[src/zs_defines.svh]
// Zero suppression parameters
`ifndef ZS_DEFINES_SVH
`define ZS_DEFINES_SVH

// event geometry
`define ZS_STRIPS       128
`define ZS_ADDR_W       7

// data paths
`define ZS_SAMPLE_W     12
`define ZS_RAW_W        13
`define ZS_OUT_W        21

// output buffer
`define ZS_FIFO_DEPTH   256
`define ZS_USED_W       9
`define ZS_EV_CNT_W     5

// threshold code that masks a strip
`define ZS_THR_DISABLE  12'hFFF

// board identification fields
`define ZS_CH_ID_W      4
`define ZS_MODULE_ID_W  5

`endif

[src/zs_pkg.sv]
// Zero suppression types
`include "zs_defines.svh"

package zs_pkg;

	typedef logic [`ZS_ADDR_W-1:0]   strip_addr_t;
	typedef logic [`ZS_SAMPLE_W-1:0] sample_t;

	typedef enum logic [1:0]
	{
		BEAT_HDR   = 2'd0,
		BEAT_STRIP = 2'd1,
		BEAT_TRL   = 2'd2
	} beat_kind_e;

	typedef struct packed
	{
		beat_kind_e            kind;
		logic [`ZS_RAW_W-1:0]  data;
		sample_t               baseline;
	} frame_beat_t;

	typedef struct packed
	{
		logic                  we;
		strip_addr_t           addr;
		sample_t               data;
	} thr_write_t;

	// one beat on its way to the suppressor, strip number attached
	typedef struct packed
	{
		beat_kind_e            kind;
		logic [`ZS_RAW_W-1:0]  data;
		sample_t               baseline;
		strip_addr_t           addr;
	} strip_stage_t;

	typedef struct packed
	{
		logic [2:0]                zero;
		logic                      base_msb;
		logic [`ZS_RAW_W-1:0]      data;
		logic [`ZS_CH_ID_W-1:0]    ch_id;
	} hdr_word_t;

	typedef struct packed
	{
		logic [1:0]                tag;	// 2'b01
		strip_addr_t               addr;
		sample_t                   value;
	} hit_word_t;

	typedef struct packed
	{
		logic [1:0]                tag;	// 2'b10
		logic [1:0]                zero;
		logic [`ZS_MODULE_ID_W-1:0] module_id;
		sample_t                   data;
	} trl_a_word_t;

	typedef struct packed
	{
		logic [1:0]                tag;	// 2'b11
		logic [`ZS_SAMPLE_W-2:0]   base_lo;
		logic [7:0]                count;
	} trl_b_word_t;

	typedef union packed
	{
		hdr_word_t                 hdr;
		hit_word_t                 hit;
		trl_a_word_t               trl_a;
		trl_b_word_t               trl_b;
	} out_word_u;

endpackage

[src/strip_sequencer.sv]
// Event framing and strip numbering
`timescale 1ns/1ps
`include "zs_defines.svh"

module strip_sequencer
	import zs_pkg::*;
(
	input  logic         CLK,
	input  logic         RSTb,
	input  logic         all_clear,
	input  logic         in_valid,
	output logic         in_ready,
	input  frame_beat_t  in_beat,
	output logic         s1_valid,
	input  logic         s1_ready,
	output strip_stage_t s1,
	output logic         thr_rd_en,
	output strip_addr_t  thr_rd_addr,
	output logic         framing_error
);

	logic                 rdy_q;
	logic                 ev_open;
	logic [`ZS_ADDR_W:0]  strip_cnt;	// one extra bit to reach 128
	logic                 s1_free;
	logic                 accept;
	logic                 pass;
	logic                 stray;

	assign s1_free  = !s1_valid || s1_ready;
	assign in_ready = rdy_q && s1_free;
	assign accept   = in_valid && in_ready;

	// strips and trailers only count inside an open event
	assign pass  = accept && (in_beat.kind == BEAT_HDR || ev_open);
	assign stray = accept && in_beat.kind != BEAT_HDR && !ev_open;

	assign thr_rd_en   = pass && in_beat.kind == BEAT_STRIP;
	assign thr_rd_addr = strip_cnt[`ZS_ADDR_W-1:0];

	always_ff @(posedge CLK or negedge RSTb)
	begin
		if (!RSTb)
		begin
			rdy_q         <= 1'b0;
			ev_open       <= 1'b0;
			strip_cnt     <= '0;
			s1_valid      <= 1'b0;
			framing_error <= 1'b0;
		end
		else if (all_clear)
		begin
			ev_open       <= 1'b0;
			strip_cnt     <= '0;
			s1_valid      <= 1'b0;
			framing_error <= 1'b0;
		end
		else
		begin
			rdy_q <= 1'b1;
			if (s1_free)
				s1_valid <= pass;
			if (stray)
				framing_error <= 1'b1;	// sticky until all_clear
			if (pass)
			begin
				case (in_beat.kind)
					BEAT_HDR:
					begin
						ev_open   <= 1'b1;
						strip_cnt <= '0;
					end
					BEAT_STRIP:
						strip_cnt <= strip_cnt + 1'b1;
					default:
						ev_open <= 1'b0;	// trailer closes the event
				endcase
			end
		end
	end

	always_ff @(posedge CLK)
	begin
		if (pass)
		begin
			s1.kind     <= in_beat.kind;
			s1.data     <= in_beat.data;
			s1.baseline <= in_beat.baseline;
			s1.addr     <= strip_cnt[`ZS_ADDR_W-1:0];
		end
	end

	a_full_event: assert property (@(posedge CLK) disable iff (!RSTb)
		pass && in_beat.kind == BEAT_TRL |-> strip_cnt == `ZS_STRIPS);

	a_s1_hold: assert property (@(posedge CLK) disable iff (!RSTb)
		s1_valid && !s1_ready && !all_clear |=> s1_valid && $stable(s1));

endmodule

[config.mk]
export PLATFORM = sky130hd
export DESIGN_NAME = strip_sequencer
export DESIGN_NICKNAME = d
export VERILOG_FILES = /design/src/zs_pkg.sv /design/src/strip_sequencer.sv
export VERILOG_INCLUDE_DIRS = /design/src
export SDC_FILE = /design/constraint.sdc
export NUM_CORES = 1
export LEC_CHECK = 0
export ABC_AREA = 1
export BUFFER_PORTS_ARGS = -buffer_cell sky130_fd_sc_hd__buf_2
export CORE_ASPECT_RATIO = 0.75
export CORE_MARGIN = 2
export CORE_UTILIZATION = 30
export CTS_CLUSTER_DIAMETER = 30
export CTS_CLUSTER_SIZE = 30
export DETAILED_ROUTE_END_ITERATION = 12
export MAX_ROUTING_LAYER = met4
export PLACE_DENSITY = 0.56
export SLEW_MARGIN = 20
export SYNTH_ARGS = -nofsm -noshare
export SYNTH_HDL_FRONTEND = slang
export SYNTH_SLANG_ARGS = --single-unit
[constraint.sdc]
create_clock -name CLK -period 1.93 [get_ports CLK]
set_input_delay 0.193 -clock CLK [delete_from_list [all_inputs] [get_ports CLK]]
set_output_delay 0.193 -clock CLK [all_outputs]
set_load 0.05 [all_outputs]
==> impl_metrics.tcl <==
set metrics [dict create \
    outcome "finished clean" \
    min_path_type "in -> reg" \
    synth_compound_area_share_pct 2.18 \
    fin_area_um2 2260 \
    cp_max_fo 9 \
    globalRoute.totalOverflow 0 \
    ys_ff_latch 45 \
    finalSetupViolCount 0 \
    fmax_ghz 0.584 \
    peakVddDrop_mv 0.265 \
    max_slew_margin_pct 82.3 \
    dp_hpwl_um 2540 \
    grt_pass1_wl_um 5590 \
    crit_path_end_kind "output port" \
    path_cells "nand2_2, nand3_2, nor2_4, nand2_4, nor2_4, buf_2" \
    pwr-share-comb_pct 14.0 \
    syn_inst 119 \
    clock_latency_ps 290 \
    antenna_left 0 \
    rows 23 \
    fin_skew_ps 5.94 \
    reg2reg_to "s1[25]" \
    r2r_slack_ps 610 \
    syn_nets 152 \
    cp_common_cell "nor2_4" \
    rsz0062_at_grt "no" \
    port_buffers 76 \
    path_clk_slew_ps 80 \
    rr_worst_depth 4 \
    drtPass1Iterations 4 \
    yosysWarnings 0 \
    coreArea_um2 5350 \
    startpoint_type "flip-flop" \
    via_count 1200 \
    yosysTopAreaCellShare_pct 61.2 \
    numCtsBuffers 5 \
    critPathMaxStageDelay_ps 410 \
    min_to "s1[24]" \
    netlist_area_um2 1670 \
    grt_antenna_before_repair 0 \
    final_common_cell "buf_2" \
    arrival_ps 1520 \
    ys_types 19 \
    period_needed_ps 1710 \
    netSwitchingPower_uw 505 \
    holdPathStages 1 \
    seq_power_share_pct 57.6 \
    timing.hold.ws_ps 72.6 \
    synth_largest_area_cell "edfxtp_1" \
    synth_top_family_by_area "simple AND/OR/NAND/NOR gates" \
    grt_pass1_vias 1155 \
    cts_tree "done" \
    hold_viol 0 \
    clockBufferDepth 2 \
    diodes 0 \
    crit_required_ps 1740 \
    place_congestion 0.777 \
    worstMarginPinSlew_ps 266 \
    die_h_um 68.6 \
    clock-sinks 45 \
    p_clk_share_pct 28.4 \
    fin_cells 281 \
    synthMuxAreaShare_pct 0 \
    critPathKind "reg -> out" \
    grt_max_degree 19 \
    drc 0 \
    cts_resized 0 \
    top_level_ports 77 \
    drv_cap 0 \
    clockRootBuffer "clkbuf_8" \
    drt_iter0_drc 38 \
    worstReg2RegStart "s1_valid" \
    dp.cells 272 \
    crit_path_top_delay_cell "dfrtp_2" \
    htreeDepth 2 \
    synth_edf_count 34 \
    areaGrowthSynthToFinish_pct 35.4 \
    hold_start "in_beat[17]" \
    dpl_cell_area_um2 2170 \
    yosys_most_used_dff "edfxtp_1" \
    wl_per_cell_um 12.0 \
    final_util_pct 42.2 \
    ys_seq_area_share_pct 77.7 \
    cellPowerDensity_nw_per_um2 844 \
    p_int_uw 1400 \
    layout_common_cells "buf_2 (76), edfxtp_1 (34), nand2_1 (21)" \
    syn_area_per_cell_um2 14.0 \
    slew_violations 0 \
    power_leakage_uw 0.00103 \
    dieArea_um2 6180 \
    fin_ws_ps 218 \
    synth.area.top_cells "edfxtp_1 (61%), dfrtp_1 (17%), nand2_1 (4.7%)" \
    fin_crit_sh_pct 88.7 \
    dp_slack_ps 531 \
    switching_share_pct 26.5 \
    initial_core_util_pct 31.2 \
    drt-total-wl_um 3380 \
    track_usage_pct 12.4 \
    synth_xor_xnor_area_share_pct 0 \
    synth_simple_gate_area_share_pct 16.8 \
    async_reset_ff_share_pct 24.4 \
    via_per_inst 4.27 \
    nets 238 \
    synthAdderAreaFrac_pct 0.750 \
    drive_gt1_share_pct 47.1 \
    die_w_um 90.1 \
]
per-layer routing:
layer | vias to the layer above | track usage (%) | share of wire [%]
met5 | - | - | 0
li1 | 580 | - | -
met4 | 0 | 5.77 | 1.3
met1 | 547 | 16.1 | 46
met2 | 68 | 18.1 | 43
met3 | 5 | 3.80 | 9.1
critical path: cells and delay by family (launching register included):
| family | cells | cell delay, ps |
|---|---|---|
| flops | 1 | 410 |
| buf+inv | 1 | 260 |
| simple gates | 5 | 560 |
cells by family after synthesis:
kind of cell,count (synthesis)
AND/OR/NAND/NOR,57
flip-flops,45
buffers and inverters,10
AO/OA/AOI/OAI,6
adder cells (fa/ha/maj),1
metrics by stage:
step / power (uW) / setup TNS [ps]
5_1_grt: 2000 / 0
4_1_cts: 1940 / 0
3_3_place_gp: 1390 / 0
3_5_place_dp: 1390 / 0
2_1_floorplan: 1300 / -88.2
6_report: 1910 / 0
layout make-up:
class / count / area, um2
Fill cell: 525 / 3090
Multi-Input combinational cell: 64 / 337
Tap cell: 75 / 93.8
Inverter: 10 / 42.5
Sequential cell: 45 / 1300
Clock inverter: 2 / 10.0
Timing Repair Buffer: 79 / 405
Clock buffer: 6 / 72.6
cells in the mapped netlist (2+ instances only):
cell / count
edfxtp_1: 34
nand2_1: 21
nor2_1: 16
dfrtp_1: 11
nand3_1: 10
inv_1: 9
nand2_4: 2
nand3_2: 2
nor2_2: 2
o21ai_0: 2
o21bai_1: 2
how the worst max path moves through the flow:
| stage | depth (start not counted) | startpoint | end | slack (ps) |
|---|---|---|---|---|
| finish | 6 | s1_valid | thr_rd_en | 220 |
| global placement | 6 | s1_valid | thr_rd_en | 560 |
| floorplan | 5 | s1_valid | thr_rd_en | -90 |
| CTS | 6 | s1_valid | thr_rd_en | 200 |
| global route | 6 | s1_valid | thr_rd_en | 140 |
| detailed placement | 6 | s1_valid | thr_rd_en | 530 |
registers in the layout (all words and copies together) (netlist names):
| register | count |
|---|---|
| ev_open | 1 |
| framing_error | 1 |
| rdy_q | 1 |
| s1 | 34 |
| s1_valid | 1 |
| strip_cnt | 7 |
power groups by stage:
stage / Sequential [uW] / Clock (uW) / Combinational [uW]
CTS: 1100 / 568 / 270
finish: 1100 / 541 / 267
global placement: 1120 / 0 / 268
global route: 1100 / 609 / 284
floorplan: 1250 / 0 / 51.4
detailed placement: 1120 / 0 / 268
what timing repair did:
action / in CTS / in global routing
hold buffers: 1 / 0
hold endpoints to repair: 11 / 0
buffers inserted: 0 / 0
No activity file was read; power rests on OpenSTA's default activity.
