File: config.mk
export PLATFORM = sky130hd
export DESIGN_NAME = zero_suppressor
export DESIGN_NICKNAME = d
export VERILOG_FILES = /design/src/zs_pkg.sv /design/src/zero_suppressor.sv
export VERILOG_INCLUDE_DIRS = /design/src
export SDC_FILE = /design/constraint.sdc
export NUM_CORES = 1
export LEC_CHECK = 0
export BUFFER_PORTS_ARGS = -buffer_cell sky130_fd_sc_hd__buf_2
export CAP_MARGIN = 20
export CORE_MARGIN = 8
export CORE_UTILIZATION = 52
export DETAILED_ROUTE_END_ITERATION = 10
export GPL_ROUTABILITY_DRIVEN = 0
export GPL_TIMING_DRIVEN = 0
export HOLD_SLACK_MARGIN = 0.1
export PLACE_DENSITY_LB_ADDON = 0.2
export SYNTH_ARGS = -nofsm -noshare
export SYNTH_HDL_FRONTEND = slang
export SYNTH_SLANG_ARGS = --single-unit
export TNS_END_PERCENT = 100
File: constraint.sdc
create_clock -name CLK -period 2.4 [get_ports CLK]
set_input_delay 0.48 -clock CLK [delete_from_list [all_inputs] [get_ports CLK]]
set_output_delay 0.48 -clock CLK [all_outputs]
set_load 0.03 [all_outputs]
File: src/zs_defines.svh
// Zero suppression parameters
`ifndef ZS_DEFINES_SVH
`define ZS_DEFINES_SVH

// event geometry
`define ZS_STRIPS       128
`define ZS_ADDR_W       7

// data paths
`define ZS_SAMPLE_W     12
`define ZS_RAW_W        13
`define ZS_OUT_W        21

// output buffer
`define ZS_FIFO_DEPTH   256
`define ZS_USED_W       9
`define ZS_EV_CNT_W     5

// threshold code that masks a strip
`define ZS_THR_DISABLE  12'hFFF

// board identification fields
`define ZS_CH_ID_W      4
`define ZS_MODULE_ID_W  5

`endif

File: src/zs_pkg.sv
// Zero suppression types
`include "zs_defines.svh"

package zs_pkg;

	typedef logic [`ZS_ADDR_W-1:0]   strip_addr_t;
	typedef logic [`ZS_SAMPLE_W-1:0] sample_t;

	typedef enum logic [1:0]
	{
		BEAT_HDR   = 2'd0,
		BEAT_STRIP = 2'd1,
		BEAT_TRL   = 2'd2
	} beat_kind_e;

	typedef struct packed
	{
		beat_kind_e            kind;
		logic [`ZS_RAW_W-1:0]  data;
		sample_t               baseline;
	} frame_beat_t;

	typedef struct packed
	{
		logic                  we;
		strip_addr_t           addr;
		sample_t               data;
	} thr_write_t;

	// one beat on its way to the suppressor, strip number attached
	typedef struct packed
	{
		beat_kind_e            kind;
		logic [`ZS_RAW_W-1:0]  data;
		sample_t               baseline;
		strip_addr_t           addr;
	} strip_stage_t;

	typedef struct packed
	{
		logic [2:0]                zero;
		logic                      base_msb;
		logic [`ZS_RAW_W-1:0]      data;
		logic [`ZS_CH_ID_W-1:0]    ch_id;
	} hdr_word_t;

	typedef struct packed
	{
		logic [1:0]                tag;	// 2'b01
		strip_addr_t               addr;
		sample_t                   value;
	} hit_word_t;

	typedef struct packed
	{
		logic [1:0]                tag;	// 2'b10
		logic [1:0]                zero;
		logic [`ZS_MODULE_ID_W-1:0] module_id;
		sample_t                   data;
	} trl_a_word_t;

	typedef struct packed
	{
		logic [1:0]                tag;	// 2'b11
		logic [`ZS_SAMPLE_W-2:0]   base_lo;
		logic [7:0]                count;
	} trl_b_word_t;

	typedef union packed
	{
		hdr_word_t                 hdr;
		hit_word_t                 hit;
		trl_a_word_t               trl_a;
		trl_b_word_t               trl_b;
	} out_word_u;

endpackage

File: src/zero_suppressor.sv
// Baseline subtraction and threshold cut
`timescale 1ns/1ps
`include "zs_defines.svh"

module zero_suppressor
	import zs_pkg::*;
(
	input  logic                       CLK,
	input  logic                       RSTb,
	input  logic                       all_clear,
	input  logic                       s1_valid,
	output logic                       s1_ready,
	input  strip_stage_t               s1,
	input  sample_t                    thr_data,
	input  logic                       base_sub_en,
	input  logic [`ZS_CH_ID_W-1:0]     ch_id,
	input  logic [`ZS_MODULE_ID_W-1:0] module_id,
	output logic                       wr_valid,
	input  logic                       wr_ready,
	output out_word_u                  wr_word,
	output logic                       ev_done
);

	sample_t                sub_base;
	logic [`ZS_RAW_W:0]     diff;	// sign bit on top
	logic                   is_hit;
	logic                   is_trl;
	logic                   out_free;
	logic                   consume;
	logic                   trl_second;	// second trailer word pending
	logic                   out_last;
	logic [7:0]             word_cnt;
	out_word_u              nxt_word;

	assign sub_base = base_sub_en ? s1.baseline : '0;
	assign diff     = {1'b0, s1.data} - {2'b00, sub_base};
	assign is_hit   = thr_data != `ZS_THR_DISABLE && !diff[`ZS_RAW_W]
		&& diff[`ZS_SAMPLE_W-1:0] > thr_data;

	assign is_trl   = s1.kind == BEAT_TRL;
	assign out_free = !wr_valid || wr_ready;
	// a trailer stays in s1 while its first word goes out
	assign s1_ready = out_free && !(s1_valid && is_trl && !trl_second);
	assign consume  = s1_valid && s1_ready;

	assign ev_done  = wr_valid && wr_ready && out_last;

	always_comb
	begin
		nxt_word = '0;
		case (s1.kind)
			BEAT_HDR:
			begin
				nxt_word.hdr.zero     = 3'b000;
				nxt_word.hdr.base_msb = s1.baseline[`ZS_SAMPLE_W-1];
				nxt_word.hdr.data     = s1.data;
				nxt_word.hdr.ch_id    = ch_id;
			end
			BEAT_STRIP:
			begin
				nxt_word.hit.tag   = 2'b01;
				nxt_word.hit.addr  = s1.addr;
				nxt_word.hit.value = diff[`ZS_SAMPLE_W-1:0];
			end
			default:
			begin
				if (trl_second)
				begin
					nxt_word.trl_b.tag     = 2'b11;
					nxt_word.trl_b.base_lo = s1.baseline[`ZS_SAMPLE_W-2:0];
					nxt_word.trl_b.count   = word_cnt;
				end
				else
				begin
					nxt_word.trl_a.tag       = 2'b10;
					nxt_word.trl_a.zero      = 2'b00;
					nxt_word.trl_a.module_id = module_id;
					nxt_word.trl_a.data      = s1.data[`ZS_SAMPLE_W-1:0];
				end
			end
		endcase
	end

	always_ff @(posedge CLK or negedge RSTb)
	begin
		if (!RSTb)
		begin
			wr_valid   <= 1'b0;
			out_last   <= 1'b0;
			trl_second <= 1'b0;
			word_cnt   <= '0;
		end
		else if (all_clear)
		begin
			wr_valid   <= 1'b0;
			out_last   <= 1'b0;
			trl_second <= 1'b0;
			word_cnt   <= '0;
		end
		else
		begin
			if (out_free)
			begin
				wr_valid <= s1_valid && (s1.kind != BEAT_STRIP || is_hit);
				out_last <= s1_valid && is_trl && trl_second;
				if (s1_valid && is_trl)
					trl_second <= !trl_second;
			end
			if (consume && s1.kind == BEAT_HDR)
				word_cnt <= 8'd2;	// both trailer words counted
			else if (consume && s1.kind == BEAT_STRIP && is_hit)
				word_cnt <= word_cnt + 1'b1;
		end
	end

	always_ff @(posedge CLK)
	begin
		if (out_free && s1_valid)
			wr_word <= nxt_word;
	end

	a_word_hold: assert property (@(posedge CLK) disable iff (!RSTb)
		wr_valid && !wr_ready && !all_clear |=> wr_valid && $stable(wr_word));

endmodule

==> impl_results.html <==
<table>
<tr><th>Metric</th><th>Value</th></tr>
<tr><th colspan="2">Status</th></tr>
<tr><td>Outcome</td><td>finished with violations</td></tr>
<tr><td>Violated checks</td><td>setup timing</td></tr>
<tr><th colspan="2">Job</th></tr>
<tr><td>Number of maximum-capacitance constraint violations</td><td>0</td></tr>
<tr><th colspan="2">Layout</th></tr>
<tr><td>Fill cells</td><td>411</td></tr>
<tr><td>Fraction of final layout cells with drive strength greater than 1</td><td>39.90%</td></tr>
<tr><td>Diode insertion count for antenna repair</td><td>0</td></tr>
<tr><td>Area Overhead vs Synth</td><td>35.65%</td></tr>
<tr><td>Fin cells</td><td>466</td></tr>
<tr><td>Nets@finish</td><td>482</td></tr>
<tr><td>Post-route standard cell area excluding fillers</td><td>3661 µm²</td></tr>
<tr><th colspan="2">Floorplan</th></tr>
<tr><td>Initial standard-cell utilization of the core</td><td>53.18%</td></tr>
<tr><td>Die X-Extent</td><td>88.04 µm</td></tr>
<tr><td>Rows</td><td>26</td></tr>
<tr><td>Core Region</td><td>5075 µm²</td></tr>
<tr><td>Die Ht</td><td>88.04 µm</td></tr>
<tr><td>I/O pins</td><td>85</td></tr>
<tr><td>Total die area</td><td>7751 µm²</td></tr>
<tr><th colspan="2">Setup path</th></tr>
<tr><td>Capturing element type of the critical path</td><td>flip-flop</td></tr>
<tr><td>Delay contributed by the slowest stage of the critical path</td><td>0.33 ns</td></tr>
<tr><td>Critical path peak fanout</td><td>9</td></tr>
<tr><td>Cells along the critical path</td><td>buf_8 -&gt; clkbuf_16 -&gt; nand2_2 -&gt; ha_1 -&gt; nor2b_4 -&gt; o31ai_4 -&gt; a21oi_2 -&gt; nor2_2 -&gt; buf_4 -&gt; xnor2_1 -&gt; ha_1 -&gt; nand4_1 -&gt; nor2_2 -&gt; a41oi_1 -&gt; o41a_1 -&gt; nand4_4 -&gt; buf_6 -&gt; or3_1 -&gt; a21oi_2</td></tr>
<tr><td>Data arrival, critical path</td><td>3.80 ns</td></tr>
<tr><td>Kind of cell adding the most delay to the critical path</td><td>simple AND/OR/NAND/NOR gates</td></tr>
<tr><td>Category of the worst setup path launch point</td><td>input pin</td></tr>
<tr><td>Worst EP required</td><td>2.61 ns</td></tr>
<tr><td>Critical path class</td><td>input pin to flip-flop</td></tr>
<tr><td>Crit path max-delay cell type</td><td>sky130_fd_sc_hd__o31ai_4</td></tr>
<tr><td>Buffering stage count on the worst path with inverters included</td><td>4</td></tr>
<tr><th colspan="2">Route</th></tr>
<tr><td>Post-detailed-route count of antenna-violating nets</td><td>0</td></tr>
<tr><td>Total number of vias</td><td>2671</td></tr>
<tr><td>Total met3 wirelength after detailed routing</td><td>671 µm</td></tr>
<tr><td>Post-detailed-route wirelength per cell</td><td>18.05 µm</td></tr>
<tr><td>Detailed Route WL</td><td>8409 µm</td></tr>
<tr><td>DR top layer</td><td>met4</td></tr>
<tr><td>Routed wl met2</td><td>4116 µm</td></tr>
<tr><td>Residual DRC count</td><td>0</td></tr>
<tr><td>Iteration count of the initial detailed-routing pass</td><td>4</td></tr>
<tr><td>Number of DRC violations after detailed-routing iteration 0</td><td>183</td></tr>
<tr><td>Sum of routed wire segments on met1</td><td>3443 µm</td></tr>
<tr><td>Via-per-instance ratio</td><td>5.732</td></tr>
<tr><th colspan="2">Min path</th></tr>
<tr><td>Worst hold path type</td><td>input pin to flip-flop</td></tr>
<tr><th colspan="2">Clock tree</th></tr>
<tr><td>Clock slew at the register clock pins of the worst setup and hold paths</td><td>0.07 ns</td></tr>
<tr><td>Number of buffers added by the clock tree synthesis step</td><td>5</td></tr>
<tr><td>Number of sinks driven by the clock tree</td><td>32</td></tr>
<tr><td>Clock insertion delay at the later pin of the skew report</td><td>0.28 ns</td></tr>
<tr><td>Maximum level of the CTS H-tree</td><td>2</td></tr>
<tr><td>Clock tree root buffer cell</td><td>sky130_fd_sc_hd__clkbuf_8</td></tr>
<tr><td>CTS tree</td><td>yes</td></tr>
<tr><td>Largest buffer count on any clock path</td><td>2</td></tr>
<tr><th colspan="2">Synth</th></tr>
<tr><td>Largest cells by area after synthesis</td><td>sky130_fd_sc_hd__edfxtp_1 (23%), sky130_fd_sc_hd__ha_1 (12%), sky130_fd_sc_hd__dfrtp_1 (10%)</td></tr>
<tr><td>Number of distinct library cells after synthesis</td><td>54</td></tr>
<tr><td>Leading register cell type out of synthesis</td><td>sky130_fd_sc_hd__edfxtp_1</td></tr>
<tr><td>Average footprint of a synthesized cell</td><td>9.211 µm²</td></tr>
<tr><td>Instance count of the mapped netlist</td><td>293</td></tr>
<tr><td>Post-synthesis register bit count</td><td>32</td></tr>
<tr><td>Synthesis Warnings</td><td>0</td></tr>
<tr><td>Synth Net Count</td><td>380</td></tr>
<tr><td>Number of enable flip-flop cells after synthesis</td><td>21</td></tr>
<tr><td>Post-synth top area share</td><td>23.37%</td></tr>
<tr><td>Netlist Area Pre-Place</td><td>2699 µm²</td></tr>
<tr><td>Cell type with the highest aggregate area in the netlist</td><td>sky130_fd_sc_hd__edfxtp_1</td></tr>
<tr><td>Sequential fraction of the synthesis area</td><td>33.57%</td></tr>
<tr><td>Share of async-settable or async-resettable flops after synthesis</td><td>34.38%</td></tr>
<tr><th colspan="2">STA</th></tr>
<tr><td>Period utilization</td><td>149.6%</td></tr>
<tr><td>Number of failing hold endpoints at the final stage</td><td>0</td></tr>
<tr><td>Setup repair after global routing missed its margin</td><td>yes</td></tr>
<tr><td>Upper clock frequency limit</td><td>278.6 MHz</td></tr>
<tr><td>Min Tclk post-route</td><td>3.590 ns</td></tr>
<tr><td>Worst hold-check slack</td><td>0.4061 ns</td></tr>
<tr><td>Slew of the pin with the lowest slew margin</td><td>0.7178 ns</td></tr>
<tr><td>Post-layout worst setup margin</td><td>-1.190 ns</td></tr>
<tr><td>Number of max-slew violations in the final report</td><td>0</td></tr>
<tr><td>Endpoints failing setup</td><td>10</td></tr>
<tr><td>Worst slew margin</td><td>52.15%</td></tr>
<tr><td>Layout Skew</td><td>0.01175 ns</td></tr>
<tr><th colspan="2">Placement</th></tr>
<tr><td>Placement Setup Slack</td><td>-1.615 ns</td></tr>
<tr><td>Placed wire-length estimate</td><td>6429 µm</td></tr>
<tr><td>Total placed instance area</td><td>3311 µm²</td></tr>
<tr><td>Number of placed instances with taps included</td><td>446</td></tr>
<tr><td>Count of buffers inserted at the top-level ports</td><td>83</td></tr>
<tr><th colspan="2">GRT</th></tr>
<tr><td>Total track usage</td><td>21.05%</td></tr>
<tr><td>Wire length of the first global-routing pass</td><td>12570 µm</td></tr>
<tr><td>Initial antenna violation count</td><td>0</td></tr>
<tr><td>Remaining Overflow, GRT</td><td>0</td></tr>
<tr><td>Number of global-route vias before repair</td><td>2630</td></tr>
<tr><td>Largest net degree at the start of global routing</td><td>26</td></tr>
<tr><th colspan="2">Power</th></tr>
<tr><td>Post-layout total power</td><td>1911 µW</td></tr>
<tr><td>Leakage power figure</td><td>0.001591 µW</td></tr>
<tr><td>Largest voltage drop on the vdd net</td><td>0.4211 mV</td></tr>
<tr><td>Power per standard cell area</td><td>522.1 nW/µm²</td></tr>
</table>
[area by class of cell]
| cell class | count | area (µm²) | area share, % |
|---|---|---|---|
| inverters | 20 | 75.07 | 2.051 |
| flip-flops and latches | 32 | 905.9 | 24.74 |
| clock inverters | 2 | 33.78 | 0.9228 |
| repair buffers | 95 | 528.0 | 14.42 |
| multi-input cells | 228 | 1868 | 51.03 |
| clock buffers | 6 | 82.58 | 2.256 |
| plain buffers | 13 | 80.08 | 2.187 |
| well taps | 70 | 87.58 | 2.392 |
[registers in the layout, summed over array words and instances (netlist names)]
name,count
trl_second,1
wr_word,21
out_last,1
wr_valid,1
word_cnt,8
[through the flow]
| step | setup TNS [ns] | util, % |
|---|---|---|
| 6_report | -10.30 | 72.14 |
| 3_5_place_dp | -15.21 | 65.24 |
| 3_3_place_gp | -14.85 | 65.24 |
| 4_1_cts | -10.94 | 70.00 |
| 5_1_grt | -11.92 | 72.14 |
| 2_1_floorplan | -8.589 | - |
[routing by layer]
metal	track usage, %	up-vias
met2	35.77	122
li1	-	1282
met4	7.220	0
met1	25.86	1250
met3	4.034	17
met5	0	-
[worst register-to-register path, stage by stage, from the launching register on]
cell	delay (ns)
sky130_fd_sc_hd__dfrtp_1	0.40
sky130_fd_sc_hd__buf_2	0.30
sky130_fd_sc_hd__buf_1	0.59
sky130_fd_sc_hd__mux2i_1	0.34
sky130_fd_sc_hd__a21oi_1	0.10
[synth_stat cells, drive strengths merged (4+ instances only)]
| cell type | instances |
|---|---|
| xnor2 | 7 |
| a211oi | 13 |
| nor2 | 15 |
| edfxtp | 21 |
| dfrtp | 11 |
| clkbuf | 10 |
| inv | 20 |
| o21ai | 13 |
| nand4 | 6 |
| mux2i | 18 |
| a21oi | 30 |
| or3 | 7 |
| ha | 25 |
| nand2 | 19 |
| o21a | 4 |
| nor3 | 6 |
| nor2b | 14 |
| nand3 | 9 |
[cell families after synthesis]
| group | after synthesis | synth area share (%) |
|---|---|---|
| buf+inv | 33 | 4.960 |
| compound gates | 82 | 20.12 |
| xor+xnor | 10 | 3.245 |
| simple gates | 89 | 17.85 |
| fa+ha+maj | 26 | 12.33 |
| mux | 21 | 7.927 |
| flops | 32 | 33.56 |
[cells in the final DEF (no fill, tap or decap), types with 3 or more instances in the layout]
| cell | count |
|---|---|
| sky130_fd_sc_hd__a211oi_1 | 10 |
| sky130_fd_sc_hd__a211oi_2 | 3 |
| sky130_fd_sc_hd__a21oi_1 | 20 |
| sky130_fd_sc_hd__a21oi_2 | 10 |
| sky130_fd_sc_hd__buf_2 | 82 |
| sky130_fd_sc_hd__buf_4 | 10 |
| sky130_fd_sc_hd__buf_6 | 3 |
| sky130_fd_sc_hd__clkbuf_1 | 8 |
| sky130_fd_sc_hd__clkbuf_8 | 6 |
| sky130_fd_sc_hd__dfrtp_1 | 11 |
| sky130_fd_sc_hd__edfxtp_1 | 21 |
| sky130_fd_sc_hd__ha_1 | 20 |
| sky130_fd_sc_hd__ha_4 | 5 |
| sky130_fd_sc_hd__inv_1 | 18 |
| sky130_fd_sc_hd__mux2_2 | 3 |
| sky130_fd_sc_hd__mux2i_1 | 18 |
| sky130_fd_sc_hd__nand2_1 | 16 |
| sky130_fd_sc_hd__nand3_1 | 9 |
| sky130_fd_sc_hd__nand4_1 | 5 |
| sky130_fd_sc_hd__nor2_1 | 12 |
| sky130_fd_sc_hd__nor2_2 | 3 |
| sky130_fd_sc_hd__nor2b_1 | 13 |
| sky130_fd_sc_hd__nor3_1 | 5 |
| sky130_fd_sc_hd__o21a_1 | 3 |
| sky130_fd_sc_hd__o21ai_0 | 11 |
| sky130_fd_sc_hd__or3_4 | 5 |
| sky130_fd_sc_hd__xnor2_1 | 5 |
| sky130_fd_sc_hd__xor2_1 | 3 |
[worst paths after layout]
check | cells after the start | from | to | slack (ns)
setup / recovery | 19 | base_sub_en | word_cnt[7] | -1.19
setup reg to reg | 4 | trl_second | wr_word[14] | 0.39
min in group asynchronous | 2 | RSTb | word_cnt[3] | 0.59
max in group asynchronous | 2 | RSTb | word_cnt[5] | 1.61
hold / removal | 2 | all_clear | word_cnt[1] | 0.41
hold reg to reg | 2 | out_last | out_last | 0.52
[where the power goes]
part / internal, µW / total [µW] / leakage [µW] / switching (µW)
Sequential: 636 / 647 / 0.000356 / 10.9
Combinational: 310 / 732 / 0.00118 / 422
Clock: 334 / 533 / 0.0000588 / 198
[timing repair]
action,4_1_cts,5_1_grt
hold buffers,1,0
gates cloned,1,0
endpoints found under the setup margin,11,12
gates resized for setup,12,20
setup buffers,7,3
pin swaps,18,19
hold endpoints to repair,11,0
No activity file was read; power rests on OpenSTA's default activity.
