**src/zs_defines.svh**
```systemverilog
// Zero suppression parameters
`ifndef ZS_DEFINES_SVH
`define ZS_DEFINES_SVH

// event geometry
`define ZS_STRIPS       128
`define ZS_ADDR_W       7

// data paths
`define ZS_SAMPLE_W     12
`define ZS_RAW_W        13
`define ZS_OUT_W        21

// output buffer
`define ZS_FIFO_DEPTH   256
`define ZS_USED_W       9
`define ZS_EV_CNT_W     5

// threshold code that masks a strip
`define ZS_THR_DISABLE  12'hFFF

// board identification fields
`define ZS_CH_ID_W      4
`define ZS_MODULE_ID_W  5

`endif

```
**src/zs_pkg.sv**
```systemverilog
// Zero suppression types
`include "zs_defines.svh"

package zs_pkg;

	typedef logic [`ZS_ADDR_W-1:0]   strip_addr_t;
	typedef logic [`ZS_SAMPLE_W-1:0] sample_t;

	typedef enum logic [1:0]
	{
		BEAT_HDR   = 2'd0,
		BEAT_STRIP = 2'd1,
		BEAT_TRL   = 2'd2
	} beat_kind_e;

	typedef struct packed
	{
		beat_kind_e            kind;
		logic [`ZS_RAW_W-1:0]  data;
		sample_t               baseline;
	} frame_beat_t;

	typedef struct packed
	{
		logic                  we;
		strip_addr_t           addr;
		sample_t               data;
	} thr_write_t;

	// one beat on its way to the suppressor, strip number attached
	typedef struct packed
	{
		beat_kind_e            kind;
		logic [`ZS_RAW_W-1:0]  data;
		sample_t               baseline;
		strip_addr_t           addr;
	} strip_stage_t;

	typedef struct packed
	{
		logic [2:0]                zero;
		logic                      base_msb;
		logic [`ZS_RAW_W-1:0]      data;
		logic [`ZS_CH_ID_W-1:0]    ch_id;
	} hdr_word_t;

	typedef struct packed
	{
		logic [1:0]                tag;	// 2'b01
		strip_addr_t               addr;
		sample_t                   value;
	} hit_word_t;

	typedef struct packed
	{
		logic [1:0]                tag;	// 2'b10
		logic [1:0]                zero;
		logic [`ZS_MODULE_ID_W-1:0] module_id;
		sample_t                   data;
	} trl_a_word_t;

	typedef struct packed
	{
		logic [1:0]                tag;	// 2'b11
		logic [`ZS_SAMPLE_W-2:0]   base_lo;
		logic [7:0]                count;
	} trl_b_word_t;

	typedef union packed
	{
		hdr_word_t                 hdr;
		hit_word_t                 hit;
		trl_a_word_t               trl_a;
		trl_b_word_t               trl_b;
	} out_word_u;

endpackage

```
**src/threshold_ram.sv**
```systemverilog
// Strip threshold memory
`timescale 1ns/1ps

module threshold_ram
	import zs_pkg::*;
(
	input  logic        CLK,
	input  thr_write_t  thr_wr,
	input  logic        rd_en,
	input  strip_addr_t rd_addr,
	output sample_t     rd_data
);

	localparam int DEPTH = 2 ** $bits(strip_addr_t);

	sample_t mem [DEPTH];

	// host write port
	always_ff @(posedge CLK)
	begin
		if (thr_wr.we)
			mem[thr_wr.addr] <= thr_wr.data;
	end

	// read register only moves on a new strip
	always_ff @(posedge CLK)
	begin
		if (rd_en)
			rd_data <= mem[rd_addr];	// old data on a same-address write
	end

endmodule

```
**config.mk**
```make
export PLATFORM = sky130hd
export DESIGN_NAME = threshold_ram
export DESIGN_NICKNAME = d
export VERILOG_FILES = /design/src/zs_pkg.sv /design/src/threshold_ram.sv
export VERILOG_INCLUDE_DIRS = /design/src
export SDC_FILE = /design/constraint.sdc
export NUM_CORES = 1
export LEC_CHECK = 0
export BUFFER_PORTS_ARGS = -buffer_cell sky130_fd_sc_hd__buf_4
export CAP_MARGIN = 20
export CORE_MARGIN = 2
export CORE_UTILIZATION = 45
export CTS_BUF_LIST = sky130_fd_sc_hd__clkbuf_4 sky130_fd_sc_hd__clkbuf_8
export DETAILED_ROUTE_END_ITERATION = 8
export HOLD_SLACK_MARGIN = 0.15
export SETUP_SLACK_MARGIN = 0.02
export SLEW_MARGIN = 20
export SYNTH_ARGS = -nofsm -noshare
export SYNTH_HDL_FRONTEND = slang
export SYNTH_SLANG_ARGS = --single-unit
```
**constraint.sdc**
```tcl
create_clock -name CLK -period 9.4 [get_ports CLK]
set_input_delay 1.88 -clock CLK [delete_from_list [all_inputs] [get_ports CLK]]
set_output_delay 1.88 -clock CLK [all_outputs]
set_load 0.02 [all_outputs]
```
==> tab_implementation.tex, run 1 <==
\begin{tabular}{lr}
\hline
Metric & Value \\
\hline
\multicolumn{2}{l}{\textbf{Detailed routing}} \\
\quad Violation count after the first detailed-route iteration & 2,958 \\
\quad Drt drc & 0 \\
\quad Antenna-violating nets left & 0 \\
\quad Drt wl/cell & 31.1 µm \\
\quad Detail-routed via count per cell & 5.85 \\
\quad Final Routed Wirelength & 142,000 µm \\
\quad Total number of vias & 26,671 \\
\quad Detailed-routing iteration count for the pre-antenna-repair pass & 8 \\
\multicolumn{2}{l}{\textbf{Clock tree}} \\
\quad Number of gates resized after CTS & 0 \\
\quad Number of post-CTS setup repair buffers & 0 \\
\quad Clock transition time at the flip-flop clock pins of the worst setup and hold paths & 0.06 ns \\
\quad Clock Path Buffers & 3 \\
\quad Clock latency at the later pin of the worst-skew pair & 0.96 ns \\
\quad Clock buffer count from CTS & 239 \\
\quad CTS tree & built \\
\quad CTS Root Buffer Type & clkbuf\_8 \\
\quad Sink Count & 1,548 \\
\quad Post-CTS Hold Buffers & 0 \\
\quad H-tree depth & 4 \\
\multicolumn{2}{l}{\textbf{Logic synthesis}} \\
\quad Synthesized instance count & 2,362 \\
\quad Area share of the leading cell type in the synthesized netlist & 0.785 \\
\quad Post-Syn Nets & 2,391 \\
\quad Synthesis Warnings & 0 \\
\quad Mean post-synth cell area & 25.1 µm² \\
\quad Flops \& latches, synth & 1,548 \\
\quad Dominant cells by area after synthesis & edfxtp\_1 78\%, mux4\_2 19\%, nor2\_1 0.77\%, clkbuf\_1 0.44\%, buf\_2 0.27\% \\
\quad Largest area contributor in the netlist & edfxtp\_1 \\
\quad Cell area after technology mapping & 59,200 µm² \\
\quad Distinct cell type count after synthesis & 16 \\
\quad Proportion of synthesized chip area in sequential cells & 0.785 \\
\multicolumn{2}{l}{\textbf{Setup path}} \\
\quad List of cells traversed by the critical path & buf\_8 > buf\_12 > mux4\_2 > mux4\_2 > mux4\_2 > mux2\_2 \\
\quad Worst path bufs/invs & 2 \\
\quad Slowest stage cell on the critical path & mux4\_2 \\
\quad Critical Path Fanout Max & 92 \\
\quad Startpoint kind of the worst setup timing path & primary input \\
\quad Start-to-end type of the worst setup path & primary input to register \\
\quad Endpoint kind of the worst setup timing path & register \\
\quad Worst Path Arrival & 5.38 ns \\
\quad Worst setup path endpoint & rd\_data[9] \\
\quad Critical R2R Capture & rd\_data[4] \\
\quad Cell count along the critical path & 6 \\
\quad Top Family by Delay on Critical Path & multiplexers \\
\quad Startpoint of the worst-slack reg-to-reg timing path & mem[106][4] \\
\quad Crit. Startpoint & rd\_addr[0] \\
\quad Cell repeated most along the worst path & mux4\_2 \\
\quad Worst Reg2Reg Path Length in Cells & 4 \\
\quad Setup slack of the worst register-to-register path & 6.71 ns \\
\quad Worst Path Required & 10.10 ns \\
\quad Worst path max stage delay & 0.65 ns \\
\multicolumn{2}{l}{\textbf{STA}} \\
\quad Accumulated negative setup slack & 0 ns \\
\quad Max Clk Rate & 0.214 GHz \\
\quad Transition at the pin with the smallest max-transition slack & 1.16 ns \\
\quad Worst rel slew slack & 0.225 \\
\quad Count of final hold-check violations & 0 \\
\quad Tcrit/Tclk final & 0.497 \\
\quad Total of endpoints with negative setup slack in the final report & 0 \\
\quad Worst clock skew on the final layout & 0.0292 ns \\
\quad Clock period minus worst slack & 4.68 ns \\
\quad Final max-slew violation count & 0 \\
\quad RSZ-0062 raised after global routing & no \\
\multicolumn{2}{l}{\textbf{Floorplanning}} \\
\quad Starting density of the core & 0.452 \\
\quad X dimension of the die & 367 µm \\
\quad Die height & 367 µm \\
\quad I/O pin count & 41 \\
\quad Placeable core region & 131,000 µm² \\
\quad Area of the die & 135,000 µm² \\
\quad Placement Rows & 133 \\
\multicolumn{2}{l}{\textbf{Global routing}} \\
\quad Pin count of the biggest net entering global routing & 138 \\
\quad Global-route wire length before repair & 202,000 µm \\
\quad Total congestion overflow & 0 \\
\quad Overall routing resource usage & 0.213 \\
\quad Met3 Track Usage GR & 0.0548 \\
\quad Grt met1 use & 0.290 \\
\quad Met2 track demand over resource in global routing & 0.339 \\
\quad Vias in the first global route & 27,954 \\
\quad Number of antenna violations at the first check in global routing & 19 \\
\quad Most crowded layer after global routing & met2 \\
\multicolumn{2}{l}{\textbf{Layout}} \\
\quad Final core area utilization & 0.509 \\
\quad Post-synthesis to final-layout area growth & 12.7\% \\
\quad Net count reported at finish & 2,641 \\
\quad Fraction of layout instances using a drive strength above 1 & 0.388 \\
\multicolumn{2}{l}{\textbf{Job}} \\
\quad Number of max-cap violations & 0 \\
\multicolumn{2}{l}{\textbf{Placed design}} \\
\quad Final GP Congestion & 0.769 \\
\quad Half-perimeter wire length after placement & 81,100 µm \\
\quad Count of input and output buffers & 40 \\
\multicolumn{2}{l}{\textbf{Run status}} \\
\quad Outcome & finished, final reports clean \\
\multicolumn{2}{l}{\textbf{Power}} \\
\quad Worst vdd ir & 0.142 mV \\
\quad Power density cells & 206 nW/µm² \\
\quad Cell leakage power & 0.0205 µW \\
\multicolumn{2}{l}{\textbf{Hold path}} \\
\quad Class of the worst hold path & primary input to register \\
\hline
\end{tabular}
[per-stage QoR]
stage	power, µW	cell area, µm²	setup WS (ns)	hold slack, ns	cells
2_1_floorplan	8170	59200	4.88	1.15	2362
3_3_place_gp	8480	62200	3.73	1.20	4124
3_5_place_dp	8490	62200	3.70	1.22	4126
4_1_cts	13900	66800	4.76	1.09	4560
5_1_grt	14200	66800	4.59	1.15	4561
6_report	13800	66800	4.72	1.18	4562
[registers in the layout (all words and copies together), names as in the netlist]
register and count:
rd_data 12, mem 1536
[worst min-delay path by stage]
stage | startpoint | to | cells past startpoint
4_1_cts | thr_wr[6] | mem[28][6] | 1
2_1_floorplan | mem[36][0] | rd_data[0] | 4
3_3_place_gp | mem[64][8] | rd_data[8] | 4
3_5_place_dp | mem[68][8] | rd_data[8] | 4
5_1_grt | thr_wr[6] | mem[29][6] | 1
6_report | thr_wr[6] | mem[29][6] | 1
[power breakdown]
part	switching (µW)	total (µW)	internal, µW	leakage [µW]
clock	2590	5410	2820	0.00243
sequential	15.4	7650	7630	0.0139
combinational	415	692	277	0.00414
[layer usage]
metal,share of wire,vias up
met5,0.00047,-
met4,0.027,10
met3,0.085,237
met2,0.49,1095
met1,0.40,14512
li1,-,10817
[Yosys cell counts]
cell and instances:
edfxtp_1 1548, mux4_2 504, nor2_1 122, clkbuf_1 69
buf_2 32, buf_1 14, nand2_1 14, mux2_2 12
nand3_1 12, buf_4 10, nor3_1 9, nor2b_1 7
buf_6 3, nand4_1 3, nand2b_1 2, or3_1 1
[logic make-up (layout without fill, tap and decap cells)]
| kind of cell | after synthesis | in the layout | synth area share |
|---|---|---|---|
| flip-flops | 1548 | 1548 | 0.785 |
| multiplexers | 516 | 516 | 0.194 |
| AND/OR/NAND/NOR | 170 | 170 | 0.0118 |
| buffers and inverters | 128 | 571 | 0.00980 |
| other | 0 | 2 | 0 |
[layout by cell type, fill, tap and decap left out]
master      instances
edfxtp_1         1548
mux4_2            504
clkbuf_8          239
buf_4             125
clkbuf_4           87
clkinv_1           67
nor2_2             63
nor2_1             59
clkinv_2           20
nand2_1            14
mux2_2             12
nand3_1            12
nor2b_1             7
inv_8               6
nor3_4              5
inv_6               5
buf_12              5
clkinvlp_4          4
bufinv_16           4
buf_8               4
nor3_1              3
nand4_1             3
buf_6               3
diode_2             2
nand2b_1            2
or3_1               1
nor3_2              1
clkinv_8            1
clkinv_4            1
[final cells by class]
cell class / instances / area, µm²
repair buffers: 137 / 1130
fillers: 10352 / 64300
multi-input cells: 686 / 12400
well taps: 1755 / 2200
flip-flops and latches: 1548 / 46500
clock inverters: 108 / 638
diodes: 2 / 5.00
clock buffers: 326 / 3940
Note: power is estimated with default switching activity, not from simulation.
==> run 2: changes to the inputs <==
Clock period 9.4 ns to 4.1 ns, I/O delays scaled along.
==> run 2 against run 1 <==
- total power is 130% higher
- hold slack worse by 0.89 ns
- clock skew is 0.017 ns higher
- routed wire length is 3.7% higher
- cell count is 2.7% higher
- sequential share of layout area is 1.1 points lower
- flip-flop and latch count stayed put
- worst setup slack worse by 3.5 ns
- register-to-register slack worse by 5.2 ns
- critical endpoint is now rd_data[3]
==> tab_implementation.tex, run 2 (same netlist as run 1, synthesis figures left out) <==
\begin{tabular}{lr}
\hline
Metric & Value \\
\hline
\multicolumn{2}{l}{\textbf{Run status}} \\
\quad Outcome & finished, final reports clean (unchanged) \\
\multicolumn{2}{l}{\textbf{Global routing}} \\
\quad Number of antenna violations at the first check in global routing & 14 (was 19) \\
\quad Overall routing resource usage & 0.221 (was 0.213) \\
\quad Vias in the first global route & 28,374 (was 27,954) \\
\quad Global-route wire length before repair & 209,000 µm (was 202,000 µm) \\
\quad Total congestion overflow & 0 (unchanged) \\
\quad Pin count of the biggest net entering global routing & 100 (was 138) \\
\multicolumn{2}{l}{\textbf{Setup path}} \\
\quad Startpoint kind of the worst setup timing path & primary input (unchanged) \\
\quad Slowest stage cell on the critical path & mux4\_2 (unchanged) \\
\quad Top Family by Delay on Critical Path & multiplexers (unchanged) \\
\quad Start-to-end type of the worst setup path & primary input to register (unchanged) \\
\quad Worst Path Required & 4.80 ns (was 10.10 ns) \\
\quad List of cells traversed by the critical path & buf\_8 > buf\_12 > buf\_12 > buf\_12 > mux4\_2 > mux4\_2 > mux4\_2 > mux2\_2 (was buf\_8 > buf\_12 > mux4\_2 > mux4\_2 > mux4\_2 > mux2\_2) \\
\quad Critical Path Fanout Max & 14 (was 92) \\
\quad Critical R2R Capture & rd\_data[2] (was rd\_data[4]) \\
\quad Worst path max stage delay & 0.62 ns (was 0.65 ns) \\
\quad Cell count along the critical path & 8 (was 6) \\
\quad Startpoint of the worst-slack reg-to-reg timing path & mem[61][2] (was mem[106][4]) \\
\quad Worst path bufs/invs & 4 (was 2) \\
\quad Worst Path Arrival & 3.56 ns (was 5.38 ns) \\
\quad Endpoint kind of the worst setup timing path & register (unchanged) \\
\quad Setup slack of the worst register-to-register path & 1.51 ns (was 6.71 ns) \\
\quad Worst Reg2Reg Path Length in Cells & 4 (unchanged) \\
\multicolumn{2}{l}{\textbf{Clock tree}} \\
\quad CTS Root Buffer Type & clkbuf\_8 (unchanged) \\
\quad Clock latency at the later pin of the worst-skew pair & 0.94 ns (was 0.96 ns) \\
\quad Clock Path Buffers & 3 (unchanged) \\
\quad Number of post-CTS setup repair buffers & 0 (unchanged) \\
\quad Clock transition time at the flip-flop clock pins of the worst setup and hold paths & 0.06 ns (about the same) \\
\quad Post-CTS Hold Buffers & 0 (unchanged) \\
\quad Number of gates resized after CTS & 0 (unchanged) \\
\quad H-tree depth & 4 (unchanged) \\
\quad CTS tree & built (unchanged) \\
\quad Clock buffer count from CTS & 232 (was 239) \\
\quad Sink Count & 1,548 (unchanged) \\
\multicolumn{2}{l}{\textbf{STA}} \\
\quad Count of final hold-check violations & 0 (unchanged) \\
\quad Clock period minus worst slack & 2.86 ns \\
\quad Transition at the pin with the smallest max-transition slack & 1.12 ns (was 1.16 ns) \\
\quad Tcrit/Tclk final & 0.697 \\
\quad Final worst hold slack & 0.293 ns (was 1.18 ns) \\
\quad RSZ-0062 raised after global routing & no (unchanged) \\
\quad Max Clk Rate & 0.350 GHz \\
\quad Accumulated negative setup slack & 0 ns (unchanged) \\
\quad Worst clock skew on the final layout & 0.0460 ns (was 0.0292 ns) \\
\quad Final max-slew violation count & 0 (unchanged) \\
\quad Worst rel slew slack & 0.253 (was 0.225) \\
\quad Total of endpoints with negative setup slack in the final report & 0 (unchanged) \\
\multicolumn{2}{l}{\textbf{Layout}} \\
\quad Fraction of layout instances using a drive strength above 1 & 0.396 (was 0.388) \\
\quad Number of flip-flops in the largest register & 1,536 (unchanged) \\
\quad Leading cell types in the layout, fill and taps excluded & 1,548 x edfxtp\_1, 504 x mux4\_2, 247 x buf\_4, 236 x clkbuf\_8, 119 x nor2\_1 (was 1,548 x edfxtp\_1, 504 x mux4\_2, 239 x clkbuf\_8, 125 x buf\_4, 87 x clkbuf\_4) \\
\quad Largest registers in the final layout & mem: 1536 flops, rd\_data: 12 flops (unchanged) \\
\quad Post-synthesis to final-layout area growth & 14.6\% (was 12.7\%) \\
\quad Final standard cell area without fillers & 67,900 µm² (was 66,800 µm²) \\
\quad Register with the most flip-flops & mem (unchanged) \\
\quad Leading cell type in the layout, fill and taps excluded & edfxtp\_1 (unchanged) \\
\quad Net count reported at finish & 2,781 (was 2,641) \\
\multicolumn{2}{l}{\textbf{Detailed routing}} \\
\quad Antenna-violating nets left & 0 (unchanged) \\
\quad Drt wl/cell & 31.4 µm (was 31.1 µm) \\
\quad Violation count after the first detailed-route iteration & 3,318 (was 2,958) \\
\quad Detail-routed via count per cell & 5.87 (was 5.85) \\
\quad Final Routed Wirelength & 147,000 µm (was 142,000 µm) \\
\quad Detailed-routing iteration count for the pre-antenna-repair pass & 5 (was 8) \\
\quad Drt drc & 0 (unchanged) \\
\quad Total number of vias & 27,516 (was 26,671) \\
\multicolumn{2}{l}{\textbf{Job}} \\
\quad Number of max-cap violations & 0 (unchanged) \\
\multicolumn{2}{l}{\textbf{Power}} \\
\quad Worst vdd ir & 0.318 mV (was 0.142 mV) \\
\quad Power density cells & 462 nW/µm² (was 206 nW/µm²) \\
\quad Cell leakage power & 0.0213 µW (was 0.0205 µW) \\
\multicolumn{2}{l}{\textbf{Floorplanning}} \\
\quad Area of the die & 135,000 µm² (unchanged) \\
\quad X dimension of the die & 367 µm (unchanged) \\
\quad Die height & 367 µm (unchanged) \\
\quad I/O pin count & 41 (unchanged) \\
\quad Placeable core region & 131,000 µm² (unchanged) \\
\quad Placement Rows & 133 (unchanged) \\
\quad Starting density of the core & 0.452 (unchanged) \\
\multicolumn{2}{l}{\textbf{Hold path}} \\
\quad Worst-case hold path end point & rd\_data[4] (was mem[29][6]) \\
\quad Hold path startpoint & rd\_en (was thr\_wr[6]) \\
\quad Number of stages on the worst hold path & 1 (unchanged) \\
\quad Class of the worst hold path & primary input to register (unchanged) \\
\multicolumn{2}{l}{\textbf{Placed design}} \\
\quad Post-place instance area & 63,500 µm² (was 62,200 µm²) \\
\quad Count of input and output buffers & 40 (unchanged) \\
\quad Half-perimeter wire length after placement & 90,800 µm (was 81,100 µm) \\
\quad Final GP Congestion & 0.811 (was 0.769) \\
\hline
\end{tabular}
[run 2: changes by cell type in the layout (fill, tap and decap cells not counted), sizes merged]
cell / change
bufinv: +3
buf: +147
inv: -6
diode: +9
clkinv: -7
clkbuf: -23
[run 2: stage by stage]
stage	setup WS (ns)	cells	total power, µW	utilization
2_1_floorplan	0.639	2362	18700	-
3_3_place_gp	0.246	4272	19600	0.484
3_5_place_dp	0.268	4273	19600	0.484
4_1_cts	1.30	4674	31700	0.517
5_1_grt	1.20	4678	32300	0.518
6_report	1.24	4685	31400	0.518
[run 2: how the worst max path moves through the flow]
| stage | slack [ns] | endpoint | startpoint |
|---|---|---|---|
| final | 1.24 | rd_data[3] | rd_addr[0] |
| after global routing | 1.20 | rd_data[3] | rd_addr[0] |
| after CTS | 1.30 | rd_data[5] | rd_addr[0] |
| after detailed placement | 0.27 | rd_data[5] | rd_addr[0] |
| after global placement | 0.25 | rd_data[5] | rd_addr[0] |
| after floorplan | 0.64 | rd_data[10] | rd_addr[0] |
[run 2: cell type report]
class	instances	area [µm²]
clock buffer	303	3750
tap	1755	2200
clock inverter	98	633
sequential	1548	46500
fill	10247	63200
antenna	11	27.5
timing repair buffer	284	2570
multi-input combinational	686	12200
[run 2: layer usage]
layer | wire length (µm) | up-vias | GRT usage
met5 | 27 | - | 0
met4 | 3340 | 4 | 0.0645
met3 | 12400 | 195 | 0.0454
met2 | 71800 | 1232 | 0.350
met1 | 59500 | 15010 | 0.312
li1 | - | 11075 | -
[run 2: report_power, final]
group	switching [µW]	leakage (µW)	total [µW]	internal, µW
Clock	5750	0.00232	12100	6350
Sequential	38.2	0.0139	17500	17500
Combinational	1030	0.00501	1750	717
